<file path="config.mk">
export PLATFORM = sky130hd
export DESIGN_NAME = scope_top
export DESIGN_NICKNAME = d
export VERILOG_FILES = /design/src/design/scope_pkg.sv /design/src/design/scope_regs.sv /design/src/design/scope_dec_avg.sv /design/src/design/scope_edge.sv /design/src/design/scope_top.sv
export SDC_FILE = /design/constraint.sdc
export NUM_CORES = 1
export LEC_CHECK = 0
export BUFFER_PORTS_ARGS = -buffer_cell sky130_fd_sc_hd__buf_2
export CAP_MARGIN = 20
export CORE_AREA = 2 2 145 147
export CTS_BUF_LIST = sky130_fd_sc_hd__clkbuf_4
export DETAILED_ROUTE_END_ITERATION = 8
export DIE_AREA = 0 0 147 149
export PLACE_DENSITY = 0.78
export SLEW_MARGIN = 20
export SYNTH_ARGS = -nofsm -noshare
export SYNTH_HDL_FRONTEND = slang
export SYNTH_SLANG_ARGS = --single-unit
</file>
<file path="constraint.sdc">
create_clock -name clk -period 3.9 [get_ports clk]
set_input_delay 0.195 -clock clk [delete_from_list [all_inputs] [get_ports clk]]
set_output_delay 0.195 -clock clk [all_outputs]
set_load 0.01 [all_outputs]
</file>
<file path="src/design/scope_pkg.sv">
//////////////////////////////
// scope package
// bus width, register map and edge detector states
//////////////////////////////
package scope_pkg;

  // system bus address width
  localparam int sys_aw_t = 32;

  //////////////////////////////
  // register map
  //////////////////////////////

  // offsets within the low 20 address bits
  typedef enum logic [19:0] {
    REG_CTL = 20'h00000,  // control, bit 0 = clear
    REG_AVG = 20'h00008,  // averaging enable
    REG_DEC = 20'h0000c,  // decimation factor
    REG_SHR = 20'h00010,  // right shift of result
    REG_LVL = 20'h00014,  // trigger level
    REG_HST = 20'h00018   // hysteresis
  } reg_addr_e;

  // schmitt trigger state
  typedef enum logic {
    EDGE_LOW  = 1'b0,  // below band, waiting for rise
    EDGE_HIGH = 1'b1   // above band, waiting for fall
  } edge_state_e;

endpackage: scope_pkg

</file>
<file path="src/design/scope_regs.sv">
//////////////////////////////
// scope register bank
// system bus slave holding the decimator and
// trigger settings, issues the clear pulse
//////////////////////////////
`timescale 1ns/1ps

module scope_regs #(
  int unsigned DWI = 14,  // level / hysteresis width
  int unsigned DWC = 17,  // decimation counter width
  int unsigned DWS = 4    // shift amount width
)(
  input  logic                            clk,
  input  logic                            rstn,
  // system bus
  input  logic [scope_pkg::sys_aw_t-1:0]  sys_addr,
  input  logic [31:0]                     sys_wdata,
  input  logic                            sys_wen,
  input  logic                            sys_ren,
  output logic [31:0]                     sys_rdata,
  output logic                            sys_ack,
  // control and configuration
  output logic                            ctl_clr,
  output logic                            cfg_avg,
  output logic [DWC-1:0]                  cfg_dec,
  output logic [DWS-1:0]                  cfg_shr,
  output logic signed [DWI-1:0]           cfg_lvl,
  output logic signed [DWI-1:0]           cfg_hst
);

  import scope_pkg::*;

  reg_addr_e reg_sel;  // decoded offset

  assign reg_sel = reg_addr_e'(sys_addr[19:0]);  // upper bits ignored

  //////////////////////////////
  // acknowledge and clear
  //////////////////////////////

  always_ff @(posedge clk) begin
    if (!rstn) begin
      sys_ack <= 1'b0;
      ctl_clr <= 1'b0;
    end else begin
      sys_ack <= sys_wen | sys_ren;  // one cycle after request
      ctl_clr <= sys_wen && (reg_sel == REG_CTL) && sys_wdata[0];
    end
  end

  //////////////////////////////
  // write decode
  //////////////////////////////

  always_ff @(posedge clk) begin
    if (!rstn) begin
      cfg_avg <= 1'b0;
      cfg_dec <= '0;
      cfg_shr <= '0;
      cfg_lvl <= '0;
      cfg_hst <= '0;
    end else if (sys_wen) begin
      case (reg_sel)
        REG_AVG: cfg_avg <= sys_wdata[0];
        REG_DEC: cfg_dec <= sys_wdata[DWC-1:0];
        REG_SHR: cfg_shr <= sys_wdata[DWS-1:0];
        REG_LVL: cfg_lvl <= sys_wdata[DWI-1:0];
        REG_HST: cfg_hst <= sys_wdata[DWI-1:0];
        default: ;  // ctl handled above, others ignored
      endcase
    end
  end

  // read mux, each field at its own width
  always_ff @(posedge clk) begin
    if (sys_ren) begin
      case (reg_sel)
        REG_AVG: sys_rdata <= {31'd0, cfg_avg};
        REG_DEC: sys_rdata <= {{(32-DWC){1'b0}}, cfg_dec};
        REG_SHR: sys_rdata <= {{(32-DWS){1'b0}}, cfg_shr};
        REG_LVL: sys_rdata <= {{(32-DWI){cfg_lvl[DWI-1]}}, cfg_lvl};  // sign ext
        REG_HST: sys_rdata <= {{(32-DWI){cfg_hst[DWI-1]}}, cfg_hst};
        default: sys_rdata <= '0;  // ctl and unmapped
      endcase
    end
  end

endmodule: scope_regs

</file>
<file path="src/design/scope_dec_avg.sv">
//////////////////////////////
// stream decimator
// keeps every Nth sample or sums N samples,
// then arithmetic shift right
//////////////////////////////
`timescale 1ns/1ps

module scope_dec_avg #(
  int unsigned DWI = 14,  // input data width
  int unsigned DWO = 14,  // output data width
  int unsigned DWC = 17,  // decimation counter width
  int unsigned DWS = 4    // shift amount width
)(
  input  logic                  clk,
  input  logic                  rstn,
  // control and configuration
  input  logic                  ctl_clr,
  input  logic                  cfg_avg,
  input  logic [DWC-1:0]        cfg_dec,
  input  logic [DWS-1:0]        cfg_shr,
  // stream input
  input  logic signed [DWI-1:0] sti_dat,
  input  logic                  sti_vld,
  output logic                  sti_rdy,
  // stream output
  output logic signed [DWO-1:0] sto_dat,
  output logic                  sto_vld,
  input  logic                  sto_rdy
);

  localparam int unsigned DWA = DWI + DWC;  // accumulator width

  logic                  run;      // set once out of reset
  logic                  sti_trn;  // input transfer
  logic [DWC-1:0]        dec_n;    // effective factor
  logic [DWC-1:0]        cnt;      // samples in current group
  logic                  last;     // this sample closes the group
  logic signed [DWA-1:0] sti_ext;
  logic signed [DWA-1:0] acc;
  logic signed [DWA-1:0] sum_nxt;
  logic signed [DWA-1:0] res_sel;
  logic signed [DWA-1:0] res_shr;

  //////////////////////////////
  // handshake
  //////////////////////////////

  always_ff @(posedge clk) begin
    if (!rstn) begin
      run <= 1'b0;
    end else begin
      run <= 1'b1;
    end
  end

  // space when output empty or leaving now
  assign sti_rdy = run && (!sto_vld || sto_rdy);
  assign sti_trn = sti_vld && sti_rdy;

  //////////////////////////////
  // group counting and sum
  //////////////////////////////

  assign dec_n   = (cfg_dec == '0) ? DWC'(1) : cfg_dec;  // 0 acts as 1
  assign last    = (cnt >= dec_n - DWC'(1));  // also catches factor lowered mid group
  assign sti_ext = {{DWC{sti_dat[DWI-1]}}, sti_dat};
  assign sum_nxt = (cnt == '0) ? sti_ext : acc + sti_ext;  // first sample restarts
  assign res_sel = cfg_avg ? sum_nxt : sti_ext;  // sum or latest sample
  assign res_shr = res_sel >>> cfg_shr;

  always_ff @(posedge clk) begin
    if (!rstn) begin
      cnt <= '0;
    end else if (ctl_clr) begin
      cnt <= '0;  // partial group dropped
    end else if (sti_trn) begin
      cnt <= last ? '0 : cnt + DWC'(1);
    end
  end

  always_ff @(posedge clk) begin
    if (sti_trn) begin
      acc <= sum_nxt;
    end
  end

  //////////////////////////////
  // output register
  //////////////////////////////

  always_ff @(posedge clk) begin
    if (!rstn) begin
      sto_vld <= 1'b0;
    end else if (ctl_clr) begin
      sto_vld <= 1'b0;  // pending result discarded
    end else if (sti_trn && last) begin
      sto_vld <= 1'b1;
    end else if (sto_rdy) begin
      sto_vld <= 1'b0;
    end
  end

  always_ff @(posedge clk) begin
    if (sti_trn && last) begin
      sto_dat <= res_shr[DWO-1:0];  // truncate to output width
    end
  end

endmodule: scope_dec_avg

</file>
<file path="src/design/scope_edge.sv">
//////////////////////////////
// schmitt edge detector
// rising and falling trigger pulses
//////////////////////////////
`timescale 1ns/1ps

module scope_edge #(
  int unsigned DWI = 14  // data width
)(
  input  logic                  clk,
  input  logic                  rstn,
  // monitored stream
  input  logic signed [DWI-1:0] sti_dat,
  input  logic                  sti_vld,
  input  logic                  sti_rdy,
  // configuration
  input  logic signed [DWI-1:0] cfg_lvl,
  input  logic signed [DWI-1:0] cfg_hst,
  // triggers
  output logic                  trg_pdg,  // positive edge
  output logic                  trg_ndg   // negative edge
);

  import scope_pkg::*;

  edge_state_e         state;
  logic                sti_trn;
  logic signed [DWI:0] dat_ext;  // one bit wider, no overflow
  logic signed [DWI:0] thr_hi;
  logic signed [DWI:0] thr_lo;

  assign sti_trn = sti_vld && sti_rdy;
  assign dat_ext = {sti_dat[DWI-1], sti_dat};
  assign thr_hi  = {cfg_lvl[DWI-1], cfg_lvl} + {cfg_hst[DWI-1], cfg_hst};
  assign thr_lo  = {cfg_lvl[DWI-1], cfg_lvl} - {cfg_hst[DWI-1], cfg_hst};

  //////////////////////////////
  // state and pulses
  //////////////////////////////

  always_ff @(posedge clk) begin
    if (!rstn) begin
      state   <= EDGE_LOW;
      trg_pdg <= 1'b0;
      trg_ndg <= 1'b0;
    end else begin
      trg_pdg <= 1'b0;  // single cycle pulses
      trg_ndg <= 1'b0;
      if (sti_trn) begin
        if ((state == EDGE_LOW) && (dat_ext > thr_hi)) begin
          state   <= EDGE_HIGH;
          trg_pdg <= 1'b1;
        end else if ((state == EDGE_HIGH) && (dat_ext < thr_lo)) begin
          state   <= EDGE_LOW;
          trg_ndg <= 1'b1;
        end
      end
    end
  end

endmodule: scope_edge

</file>
<file path="src/design/scope_top.sv">
//////////////////////////////
// scope acquisition front end
// registers, decimator and edge trigger
//////////////////////////////
`timescale 1ns/1ps

module scope_top #(
  int unsigned DWI = 14,  // input data width
  int unsigned DWO = 14,  // output data width
  int unsigned DWC = 17,  // decimation counter width
  int unsigned DWS = 4    // shift amount width
)(
  input  logic                            clk,
  input  logic                            rstn,
  // stream input
  input  logic signed [DWI-1:0]           sti_dat,
  input  logic                            sti_vld,
  output logic                            sti_rdy,
  // stream output
  output logic signed [DWO-1:0]           sto_dat,
  output logic                            sto_vld,
  input  logic                            sto_rdy,
  // triggers, 0 rising, 1 falling
  output logic [1:0]                      trg_out,
  // system bus
  input  logic [scope_pkg::sys_aw_t-1:0]  sys_addr,
  input  logic [31:0]                     sys_wdata,
  input  logic                            sys_wen,
  input  logic                            sys_ren,
  output logic [31:0]                     sys_rdata,
  output logic                            sys_ack
);

  logic                  ctl_clr;
  logic                  cfg_avg;
  logic [DWC-1:0]        cfg_dec;
  logic [DWS-1:0]        cfg_shr;
  logic signed [DWO-1:0] cfg_lvl;  // compared with decimated data
  logic signed [DWO-1:0] cfg_hst;

  //////////////////////////////
  // register bank
  //////////////////////////////

  scope_regs #(
    .DWI (DWO),  // thresholds follow output width
    .DWC (DWC),
    .DWS (DWS)
  ) u_regs (
    .clk       (clk),
    .rstn      (rstn),
    .sys_addr  (sys_addr),
    .sys_wdata (sys_wdata),
    .sys_wen   (sys_wen),
    .sys_ren   (sys_ren),
    .sys_rdata (sys_rdata),
    .sys_ack   (sys_ack),
    .ctl_clr   (ctl_clr),
    .cfg_avg   (cfg_avg),
    .cfg_dec   (cfg_dec),
    .cfg_shr   (cfg_shr),
    .cfg_lvl   (cfg_lvl),
    .cfg_hst   (cfg_hst)
  );

  //////////////////////////////
  // decimation
  //////////////////////////////

  scope_dec_avg #(
    .DWI (DWI),
    .DWO (DWO),
    .DWC (DWC),
    .DWS (DWS)
  ) u_dec (
    .clk     (clk),
    .rstn    (rstn),
    .ctl_clr (ctl_clr),
    .cfg_avg (cfg_avg),
    .cfg_dec (cfg_dec),
    .cfg_shr (cfg_shr),
    .sti_dat (sti_dat),
    .sti_vld (sti_vld),
    .sti_rdy (sti_rdy),
    .sto_dat (sto_dat),
    .sto_vld (sto_vld),
    .sto_rdy (sto_rdy)
  );

  // edge detector only watches the output stream
  scope_edge #(
    .DWI (DWO)
  ) u_edge (
    .clk     (clk),
    .rstn    (rstn),
    .sti_dat (sto_dat),
    .sti_vld (sto_vld),
    .sti_rdy (sto_rdy),
    .cfg_lvl (cfg_lvl),
    .cfg_hst (cfg_hst),
    .trg_pdg (trg_out[0]),
    .trg_ndg (trg_out[1])
  );

endmodule: scope_top

</file>
After elaboration in Yosys (flattened, before gate mapping)

Cells that the tools add are included.

Logic and storage cells: 70
Input port bits: 84
Register bits: 151

Multiplexer cells: 12
Equal/unequal tests: 5
Shift operators: 1
Magnitude comparators: 3
$add $sub $neg: 5
Reductions and logical operators: 24
Bitwise gates (word level): 4

Operator list:

| operator              | count |
|---|---|
| $pmux 32 s5           | 1 |
| $mux 31               | 2 |
| $eq 20x5->1 const B   | 3 |
| $eq 20x4->1 const B   | 2 |
| $logic_not 17->1      | 2 |
| $mux 17               | 2 |
| $add 31x14->31        | 1 |
| $sshr 31x4->14        | 1 |
| $logic_not 20->1      | 1 |
| $add 17x1->17 const B | 1 |
| $ge 17x17->1          | 1 |
| $sub 17x1->17 const B | 1 |
| $add 14x14->15        | 1 |
| $gt 14x15->1          | 1 |
| $lt 14x15->1          | 1 |
| $sub 14x14->15        | 1 |
| $reduce_and 2->1      | 7 |
| $logic_and 1x1->1     | 8 |
| $mux 1                | 7 |
| $reduce_bool 2->1     | 2 |
| $not 1->1             | 3 |
| $reduce_or 3->1       | 1 |
| $reduce_or 2->1       | 1 |
| $logic_not 1->1       | 1 |
| other kinds (2)       | 2 |

Longest topological paths before layout

Gate-level depths: netlist (run 1).

Depth after elaboration: 6
Depth in mapped cells: 20
Mapped depth without buffers: 20

Modules after synthesis

From an unflattened synthesis (run 1), not the netlist that was laid out.

Cell total of the unflattened synthesis: 1,316
Area, all modules: 11,312.1 um^2

Modules (own cells, without submodules):

| module        | cells an instance | seq. area each (um^2) | times used | area an instance (um^2) |
|---|---|---|---|---|
| scope_dec_avg | 731               | 1,671.6               | 1          | 6,054.6 |
| scope_regs    | 303               | 1,581.5               | 1          | 3,119.2 |
| scope_edge    | 282               | 60.1                  | 1          | 2,138.3 |

Worst setup path after synthesis (run 1)

OpenSTA, ideal clock, no wires.

Kind: register -> register
From: reg u_regs.cfg_dec[9]
To: reg u_dec.sto_dat[0], enable pin
Cell stages (with the launch flop): 18
Arrival: 3.772 ns
Setup slack: -0.257 ns
Buffers on the path: 0
Period minus slack after synthesis: 4.157 ns
Required time: 3.516 ns
Library setup time: 0.384 ns
Path through: dfxtp_1 or4_1 nor4_1 nand3b_1 nor4_1 nor2_1 ha_1 nor3b_1 nand2_1 nor3_1 xnor2_1 ha_1 nand4_1 nor4_1 a211o_1 a21o_1 a221oi_1 nor2_1

Longest elaborated chain between the ends: 5

Ends and longest elaborated chain:

| item                     | RTL line             | RTL |
|---|---|---|
| start: declaration       | scope_regs.sv:25     | `output logic [DWC-1:0] cfg_dec,` |
| start signal: assignment | scope_regs.sv:65     | `REG_DEC: cfg_dec <= sys_wdata[DWC-1:0];` |
| $logic_not 17->1         | scope_dec_avg.sv:64  | `assign dec_n = (cfg_dec == '0) ? DWC'(1) : cfg_dec;` |
| $mux 17 (*)              | scope_dec_avg.sv:64  |  |
| $sub 17x1->17 (*)        | scope_dec_avg.sv:65  | `assign last = (cnt >= dec_n - DWC'(1));` |
| $ge 17x17->1 (*)         | scope_dec_avg.sv:65  |  |
| $logic_and 1x1->1 (*)    | scope_dec_avg.sv:104 | `if (sti_trn && last) begin` |
| end signal: assignment   | scope_dec_avg.sv:105 | `sto_dat <= res_shr[DWO-1:0];` |
| end: declaration         | scope_dec_avg.sv:26  | `output logic signed [DWO-1:0] sto_dat,` |

Every way passes the cells marked *; elsewhere a longest branch is shown, timed or not.
A chain may end at the register's enable or synchronous reset.

Worst setup path after layout (run 1)

From: reg u_regs.cfg_dec[9]
To: reg u_dec.sto_dat[11], enable pin

The elaborated chain is that of the path after synthesis.

==> results.py, run 1 <==
metrics = {
    "layout": {
        "layout_common_cells": "nand2_1 (189), buf_4 (118), buf_2 (107), ha_1 (100), nor2_1 (82)",
        "nNetsFinal": 1716,
        "fin_util_pct": 65.89,
        "mostFrequentLayoutCell": "nand2_1",
        "n_fill_cell": 1657,
        "area_delta_synth_final_pct": 22.44,
        "drive_gt1_share_pct": 23.36,
    },
    "clock_network": {
        "h-tree-depth": 4,
        "clkLatencyLatePin_ns": 0.58,
        "clock-sinks": 135,
        "root_buffer": "clkbuf_4",
        "clkTransAtPathRegs_ns": 0.14,
        "cts.path.max_buffers": 2,
        "cts_buffers": 17,
        "cts_tree": "yes",
    },
    "floorplanning": {
        "die-area_um2": 21900,
        "rows": 53,
        "start_util_pct": 53.82,
        "die_x_um": 147,
        "dieHeight_um": 149,
        "coreArea_um2": 20560,
        "top_level_ports": 135,
    },
    "setup_path": {
        "path_max_fanout": 14,
        "cp-start-kind": "flop",
        "path_cells": "or4_4 > nor4_4 > nand3b_1 > nor4_2 > nor2_1 > ha_2 > nor3b_4 > nand2_2 > nor4_1 > xnor2_1 > ha_1 > nand4_1 > nor4_2 > a211o_1 > a21o_1 > a221oi_4 > buf_4 > nor2_4 > buf_12",
        "cpMaxStageDelayCell": "or4_4",
        "crit_top_cell": "nor4_2",
        "cp_top_family": "simple AND/OR/NAND/NOR gates",
        "path_buf_inv": 2,
        "critPathKind": "reg2reg",
        "worstSetupEndpointType": "flop",
        "worstPathArrival_ns": 4.45,
        "slowest_delay_ns": 0.55,
        "required_ns": 4.23,
    },
    "status": {
        "violations": "setup timing",
        "status": "finished, violations left",
    },
    "drt": {
        "antenna_left": 0,
        "drt_first_pass_iters": 8,
        "wl_per_cell_um": 17.51,
        "viasPerCell": 6.004,
        "num_vias": 10885,
        "drc_errors": 0,
        "drt-total-wl_um": 31740,
        "drt_iter0_drc": 1154,
    },
    "placed_design": {
        "dpl.hpwl_um": 22590,
        "place.port_buffers": 107,
        "place_congestion": 0.9740,
        "post-place-ws_ns": -0.4072,
    },
    "power": {
        "p_leak_nw": 5.585,
        "vdd_drop_max_mv": 0.1621,
        "power_density_nw_per_um2": 242.8,
        "power_mw": 3.289,
    },
    "timing": {
        "holdWs_ns": 0.02661,
        "finalHoldViolations": 0,
        "clock_skew_ns": 0.02835,
        "rsz0062_at_grt": "yes",
        "finalSetupViolCount": 33,
        "worst_slew_pin_slew_ns": 0.8748,
        "period_minus_slack_ns": 4.117,
        "setup_ws_ns": -0.2167,
        "drv_slew": 0,
        "period_share_pct": 105.6,
        "max_freq_mhz": 242.9,
        "slew_headroom_pct": 41.65,
    },
    "flow_run": {
        "maxCapViolations": 0,
    },
    "logic_synthesis": {
        "yosysWarnings": 0,
        "yosys_register_bits": 135,
        "yosysUniqueCellTypes": 81,
        "yosysSeqAreaShare_pct": 29.95,
        "synth_area_um2": 11060,
        "synth_edf_count": 61,
        "synth_fp_nets": 1519,
        "syn_inst": 1327,
        "ys.flop_type": "dfxtp_1",
        "ys_async_sr_fraction_pct": 0,
        "syn_avg_cell_area_um2": 8.337,
    },
    "global_route": {
        "antenna_found_initial": 1,
        "grt_max_degree": 58,
        "met3_usage_pct": 4.098,
        "overflow": 0,
        "grt.busiest_layer": "met2",
        "grt_use_met1_pct": 33.82,
        "grt_pass1_wl_um": 50880,
        "grt_use_met2_pct": 52.25,
        "grt.total_usage_pct": 28.64,
        "grt_pass1_vias": 10440,
    },
    "min_path": {
        "hold_class": "in2reg",
    },
}
## registers in the layout, indices dropped and copies added, names as in the netlist, 4 cells and up
register and cells:
u_dec.acc 29, u_dec.cnt 17, u_dec.sto_dat 14, u_regs.cfg_dec 17, u_regs.cfg_hst 14, u_regs.cfg_lvl 14, u_regs.cfg_shr 4, u_regs.sys_rdata 18
## synth_stat cells, types with 8 or more instances
library cell | n | area (um^2)
o21a_1 | 14 | 105.1
mux2i_1 | 23 | 230.2
nor3_1 | 22 | 110.1
clkbuf_1 | 59 | 221.5
and3_1 | 11 | 68.82
nand2_1 | 190 | 713.2
dfxtp_1 | 74 | 1481
edfxtp_1 | 61 | 1832
nor2_1 | 98 | 367.9
o21bai_1 | 9 | 67.56
buf_4 | 16 | 120.1
xnor2_1 | 41 | 359.1
nand2b_1 | 17 | 106.4
a21o_1 | 20 | 150.1
ha_1 | 105 | 1314
and2_1 | 8 | 50.05
nor4_1 | 18 | 112.6
a21oi_1 | 75 | 375.4
inv_1 | 59 | 221.5
o211ai_1 | 13 | 97.59
nand3_1 | 46 | 230.2
mux2_2 | 10 | 112.6
a21boi_0 | 52 | 390.4
o21ai_0 | 55 | 275.3
nand4_1 | 20 | 125.1
nor2b_1 | 21 | 131.4
a222oi_1 | 12 | 120.1
a211oi_1 | 13 | 97.59
xor2_1 | 32 | 280.3
a31oi_1 | 10 | 62.56
## report_power, final
| part | switching (mW) | total (mW) | internal (mW) |
|---|---|---|---|
| Sequential | 0.0193 | 1.54 | 1.52 |
| Clock | 0.608 | 1.00 | 0.397 |
| Combinational | 0.435 | 0.745 | 0.310 |
## layout make-up
class / count / area, um^2 / share of cell area (%)
Inverter: 61 / 229.0 / 1.690
Tap cell: 275 / 344.1 / 2.540
Timing Repair Buffer: 259 / 1799 / 13.28
Antenna cell: 1 / 2.502 / 0.01847
Clock inverter: 15 / 161.4 / 1.192
Sequential cell: 135 / 3317 / 24.49
Multi-Input combinational cell: 1050 / 7565 / 55.85
Clock buffer: 17 / 127.6 / 0.9422
## per-stage QoR
step	cells	cell area, um^2	TNS [ns]
floorplan	1327	11130	0
global placement	1713	12290	-3.272
detailed placement	1713	12290	-9.116
CTS	1809	13380	-2.543
global route	1813	13550	-11.46
finish	1813	13550	-6.108
## cell families (layout without fill, tap and decap cells)
kind of cell | Yosys count | in the layout | synth area share, %
multiplexers | 36 | 36 | 3.710
AND/OR/NAND/NOR | 483 | 483 | 20.39
AO/OA/AOI/OAI | 350 | 350 | 22.36
flip-flops | 135 | 135 | 29.95
adder cells (fa/ha/maj) | 108 | 108 | 12.42
buffers and inverters | 142 | 352 | 5.395
other | 0 | 1 | 0
XOR/XNOR | 73 | 73 | 5.779
## routing by layer
metal / wire (um) / vias up
li1: - / 5227
met1: 12550 / 5122
met2: 16000 / 448
met3: 1907 / 88
met4: 1280 / 0
met5: 0 / -
## path summary, 6_finish.rpt
| kind | from | endpoint | slack (ns) | depth (start not counted) |
|---|---|---|---|---|
| hold reg to reg | u_regs.cfg_shr[2] | u_regs.cfg_shr[2] | 0.51 | 2 |
| hold / removal | sti_dat[8] | u_dec.acc[8] | 0.03 | 3 |
| setup reg to reg | u_regs.cfg_dec[9] | u_dec.sto_dat[11] | -0.22 | 19 |
| setup / recovery | u_regs.cfg_dec[9] | u_dec.sto_dat[11] | -0.22 | 19 |
## timing repair
action | CTS | global route
pin swaps | 31 | 29
hold buffers | 29 | 0
hold endpoints to repair | 62 | 0
buffers inserted | 35 | 3
gates cloned | 1 | 0
setup endpoints to repair | 35 | 40
resized for setup | 52 | 33
## worst register-to-register path: cells and delay by family (launching register included)
family	cells	cell delay, ns
flops	1	0.34
simple gates	11	1.79
buf+inv	2	0.33
xor+xnor	1	0.13
fa+ha+maj	2	0.48
compound gates	3	0.83
Note: power is estimated with default switching activity, not from simulation.
==> run 2: changes to the inputs <==
- BUFFER_PORTS_ARGS: -buffer_cell sky130_fd_sc_hd__buf_2 -> -buffer_cell sky130_fd_sc_hd__buf_4
==> run 2 against run 1 <==
  * The flow still finishes with violations (setup timing)
  * Worst setup slack gained 0.17 ns
  * Combinational power is 4.0% higher
  * Count of clock-buffer cells in the layout is the same
  * Register-to-register slack better by 0.17 ns
  * Largest cell class unchanged
  * Clock skew is 0.0026 ns lower
==> results.py, run 2 (synthesis results as in run 1) <==
metrics = {
    "setup_path": {
        "reg2reg_slack_ns": -0.05,
        "reg2regPathDepth": 18,
        "required_ns": 4.23,
        "startpoint": "u_regs.cfg_dec[9]",
        "path_max_fanout": 14,
        "crit_end": "u_dec.sto_dat[11]",
        "critPathKind": "reg2reg",
        "cp-start-kind": "flop",
        "regToRegEndpoint": "u_dec.sto_dat[11]",
        "r2r-start": "u_regs.cfg_dec[9]",
        "worstSetupEndpointType": "flop",
        "worstPathArrival_ns": 4.28,
    },
    "global_route": {
        "antenna_found_initial": 1,
        "grt_pass1_vias": 10206,
        "overflow": 0,
        "grt.total_usage_pct": 27.53,
        "grt_max_degree": 58,
        "grt_pass1_wl_um": 49420,
    },
    "power": {
        "power_frac_comb_pct": 23.6,
        "clockPowerShare_pct": 29.5,
        "pwr-share-seq_pct": 46.9,
        "vdd_drop_max_mv": 0.1471,
        "swShare_pct": 33.06,
        "internal-power_mw": 2.199,
        "p_sw_mw": 1.086,
        "power_density_nw_per_um2": 241.6,
        "p_leak_nw": 5.531,
    },
    "layout": {
        "nNetsFinal": 1689,
        "largest_reg_flops": 29,
        "reg_top3": "u_dec.acc: 29 flops, u_regs.sys_rdata: 18 flops",
        "mostFrequentLayoutCell": "buf_4",
        "drive_gt1_share_pct": 21.99,
        "fin_cells": 1786,
        "area_delta_synth_final_pct": 22.92,
        "n_fill_cell": 1654,
        "layout_common_cells": "buf_4 (196), nand2_1 (189), ha_1 (100), nor2_1 (84), dfxtp_1 (70)",
        "largest_register": "u_dec.acc",
    },
    "min_path": {
        "worstHoldStart": "sti_dat[1]",
        "hold_class": "in2reg",
    },
    "drt": {
        "num_vias": 10595,
        "antenna_left": 0,
        "viasPerCell": 5.932,
        "drt_iter0_drc": 880,
        "drt-total-wl_um": 30810,
        "wl_per_cell_um": 17.25,
        "drt_first_pass_iters": 9,
        "drc_errors": 0,
    },
    "timing": {
        "finalSetupViolCount": 22,
        "setup_ws_ns": -0.04865,
        "period_minus_slack_ns": 3.949,
        "finalHoldViolations": 0,
        "max_freq_mhz": 253.3,
        "rsz0062_at_grt": "yes",
        "holdWs_ns": 0.03551,
        "tns_ns": -0.6810,
        "slew_headroom_pct": 40.54,
        "worst_slew_pin_slew_ns": 0.8915,
        "drv_slew": 0,
        "period_share_pct": 101.2,
        "clock_skew_ns": 0.02577,
    },
    "floorplanning": {
        "coreArea_um2": 20560,
        "die-area_um2": 21900,
        "die_x_um": 147,
        "start_util_pct": 53.82,
        "dieHeight_um": 149,
        "rows": 53,
        "top_level_ports": 135,
    },
    "clock_network": {
        "clkTransAtPathRegs_ns": 0.15,
        "clock-sinks": 135,
        "root_buffer": "clkbuf_4",
        "clkLatencyLatePin_ns": 0.58,
        "cts_tree": "yes",
        "cts.path.max_buffers": 2,
        "cts_buffers": 17,
        "h-tree-depth": 4,
    },
    "placed_design": {
        "dpl.hpwl_um": 22680,
        "place.port_buffers": 107,
        "dp.cells": 1714,
        "place_congestion": 0.9334,
    },
    "status": {
        "status": "finished, violations left",
        "violations": "setup timing",
    },
    "flow_run": {
        "maxCapViolations": 0,
    },
}
## run 2: cell type report
class	count	area [um^2]	share of cell area, %
Timing Repair Buffer	232	1868	13.74
Antenna cell	1	2.502	0.01840
Sequential cell	135	3318	24.40
Clock inverter	15	160.2	1.178
Clock buffer	17	127.6	0.9384
Tap cell	275	344.1	2.530
Multi-Input combinational cell	1050	7550	55.52
Inverter	61	229.0	1.684
## run 2: worst min path at each step
stage	cells past startpoint	end	slack [ns]
floorplan	0	u_dec.run	0.22
global placement	3	u_regs.cfg_dec[15]	0.46
detailed placement	2	u_regs.cfg_shr[2]	0.48
CTS	3	u_dec.acc[1]	0.02
global route	3	u_dec.acc[1]	0.02
finish	3	u_dec.acc[1]	0.04
## run 2: worst max-delay path, cell delays in order, from the launching register on
cell,delay (ns)
dfxtp_2,0.34
or4_4,0.55
nor4_4,0.18
nand3b_1,0.15
nor4_2,0.16
nor2_1,0.09
ha_2,0.18
nor3b_4,0.17
nand2_2,0.08
nor3_1,0.06
xnor2_1,0.13
ha_1,0.30
buf_4,0.15
a211o_1,0.26
a21o_1,0.21
a221oi_4,0.33
buf_4,0.17
nor2_4,0.04
buf_12,0.15
## run 2: routing by layer
metal	part of all wire, %	track usage [%]
met2	51	49.91
met3	5.0	3.670
met5	0	0
met1	41	33.47
met4	3.0	10.24
## run 2: power by group through the flow
| stage | Combinational [mW] | Sequential (mW) | Clock [mW] |
|---|---|---|---|
| floorplan | 0.447 | 1.57 | 0 |
| global placement | 0.683 | 1.57 | 0 |
| detailed placement | 0.700 | 1.57 | 0 |
| CTS | 0.734 | 1.54 | 0.980 |
| global route | 0.847 | 1.54 | 1.05 |
| finish | 0.775 | 1.54 | 0.971 |
## run 2: timing repair
item / 4_1_cts / 5_1_grt
setup buffers: 4 / 4
pin swaps: 14 / 32
hold buffers: 32 / 0
gates cloned: 0 / 1
endpoints found under the hold margin: 82 / 0
gates resized for setup: 21 / 56
endpoints found under the setup margin: 36 / 40
## run 2: metrics by stage
step / utilization [%] / cell area, um^2 / setup WS, ns / power [mW]
after global routing: 66.15 / 13600 / -0.2511 / 3.436
after detailed placement: 61.14 / 12570 / -0.2812 / 2.271
final: 66.15 / 13600 / -0.04865 / 3.286
after CTS: 64.76 / 13310 / -0.01653 / 3.254
after global placement: 61.14 / 12570 / -0.1964 / 2.254
after floorplan: - / 11130 / 0.003578 / 2.019
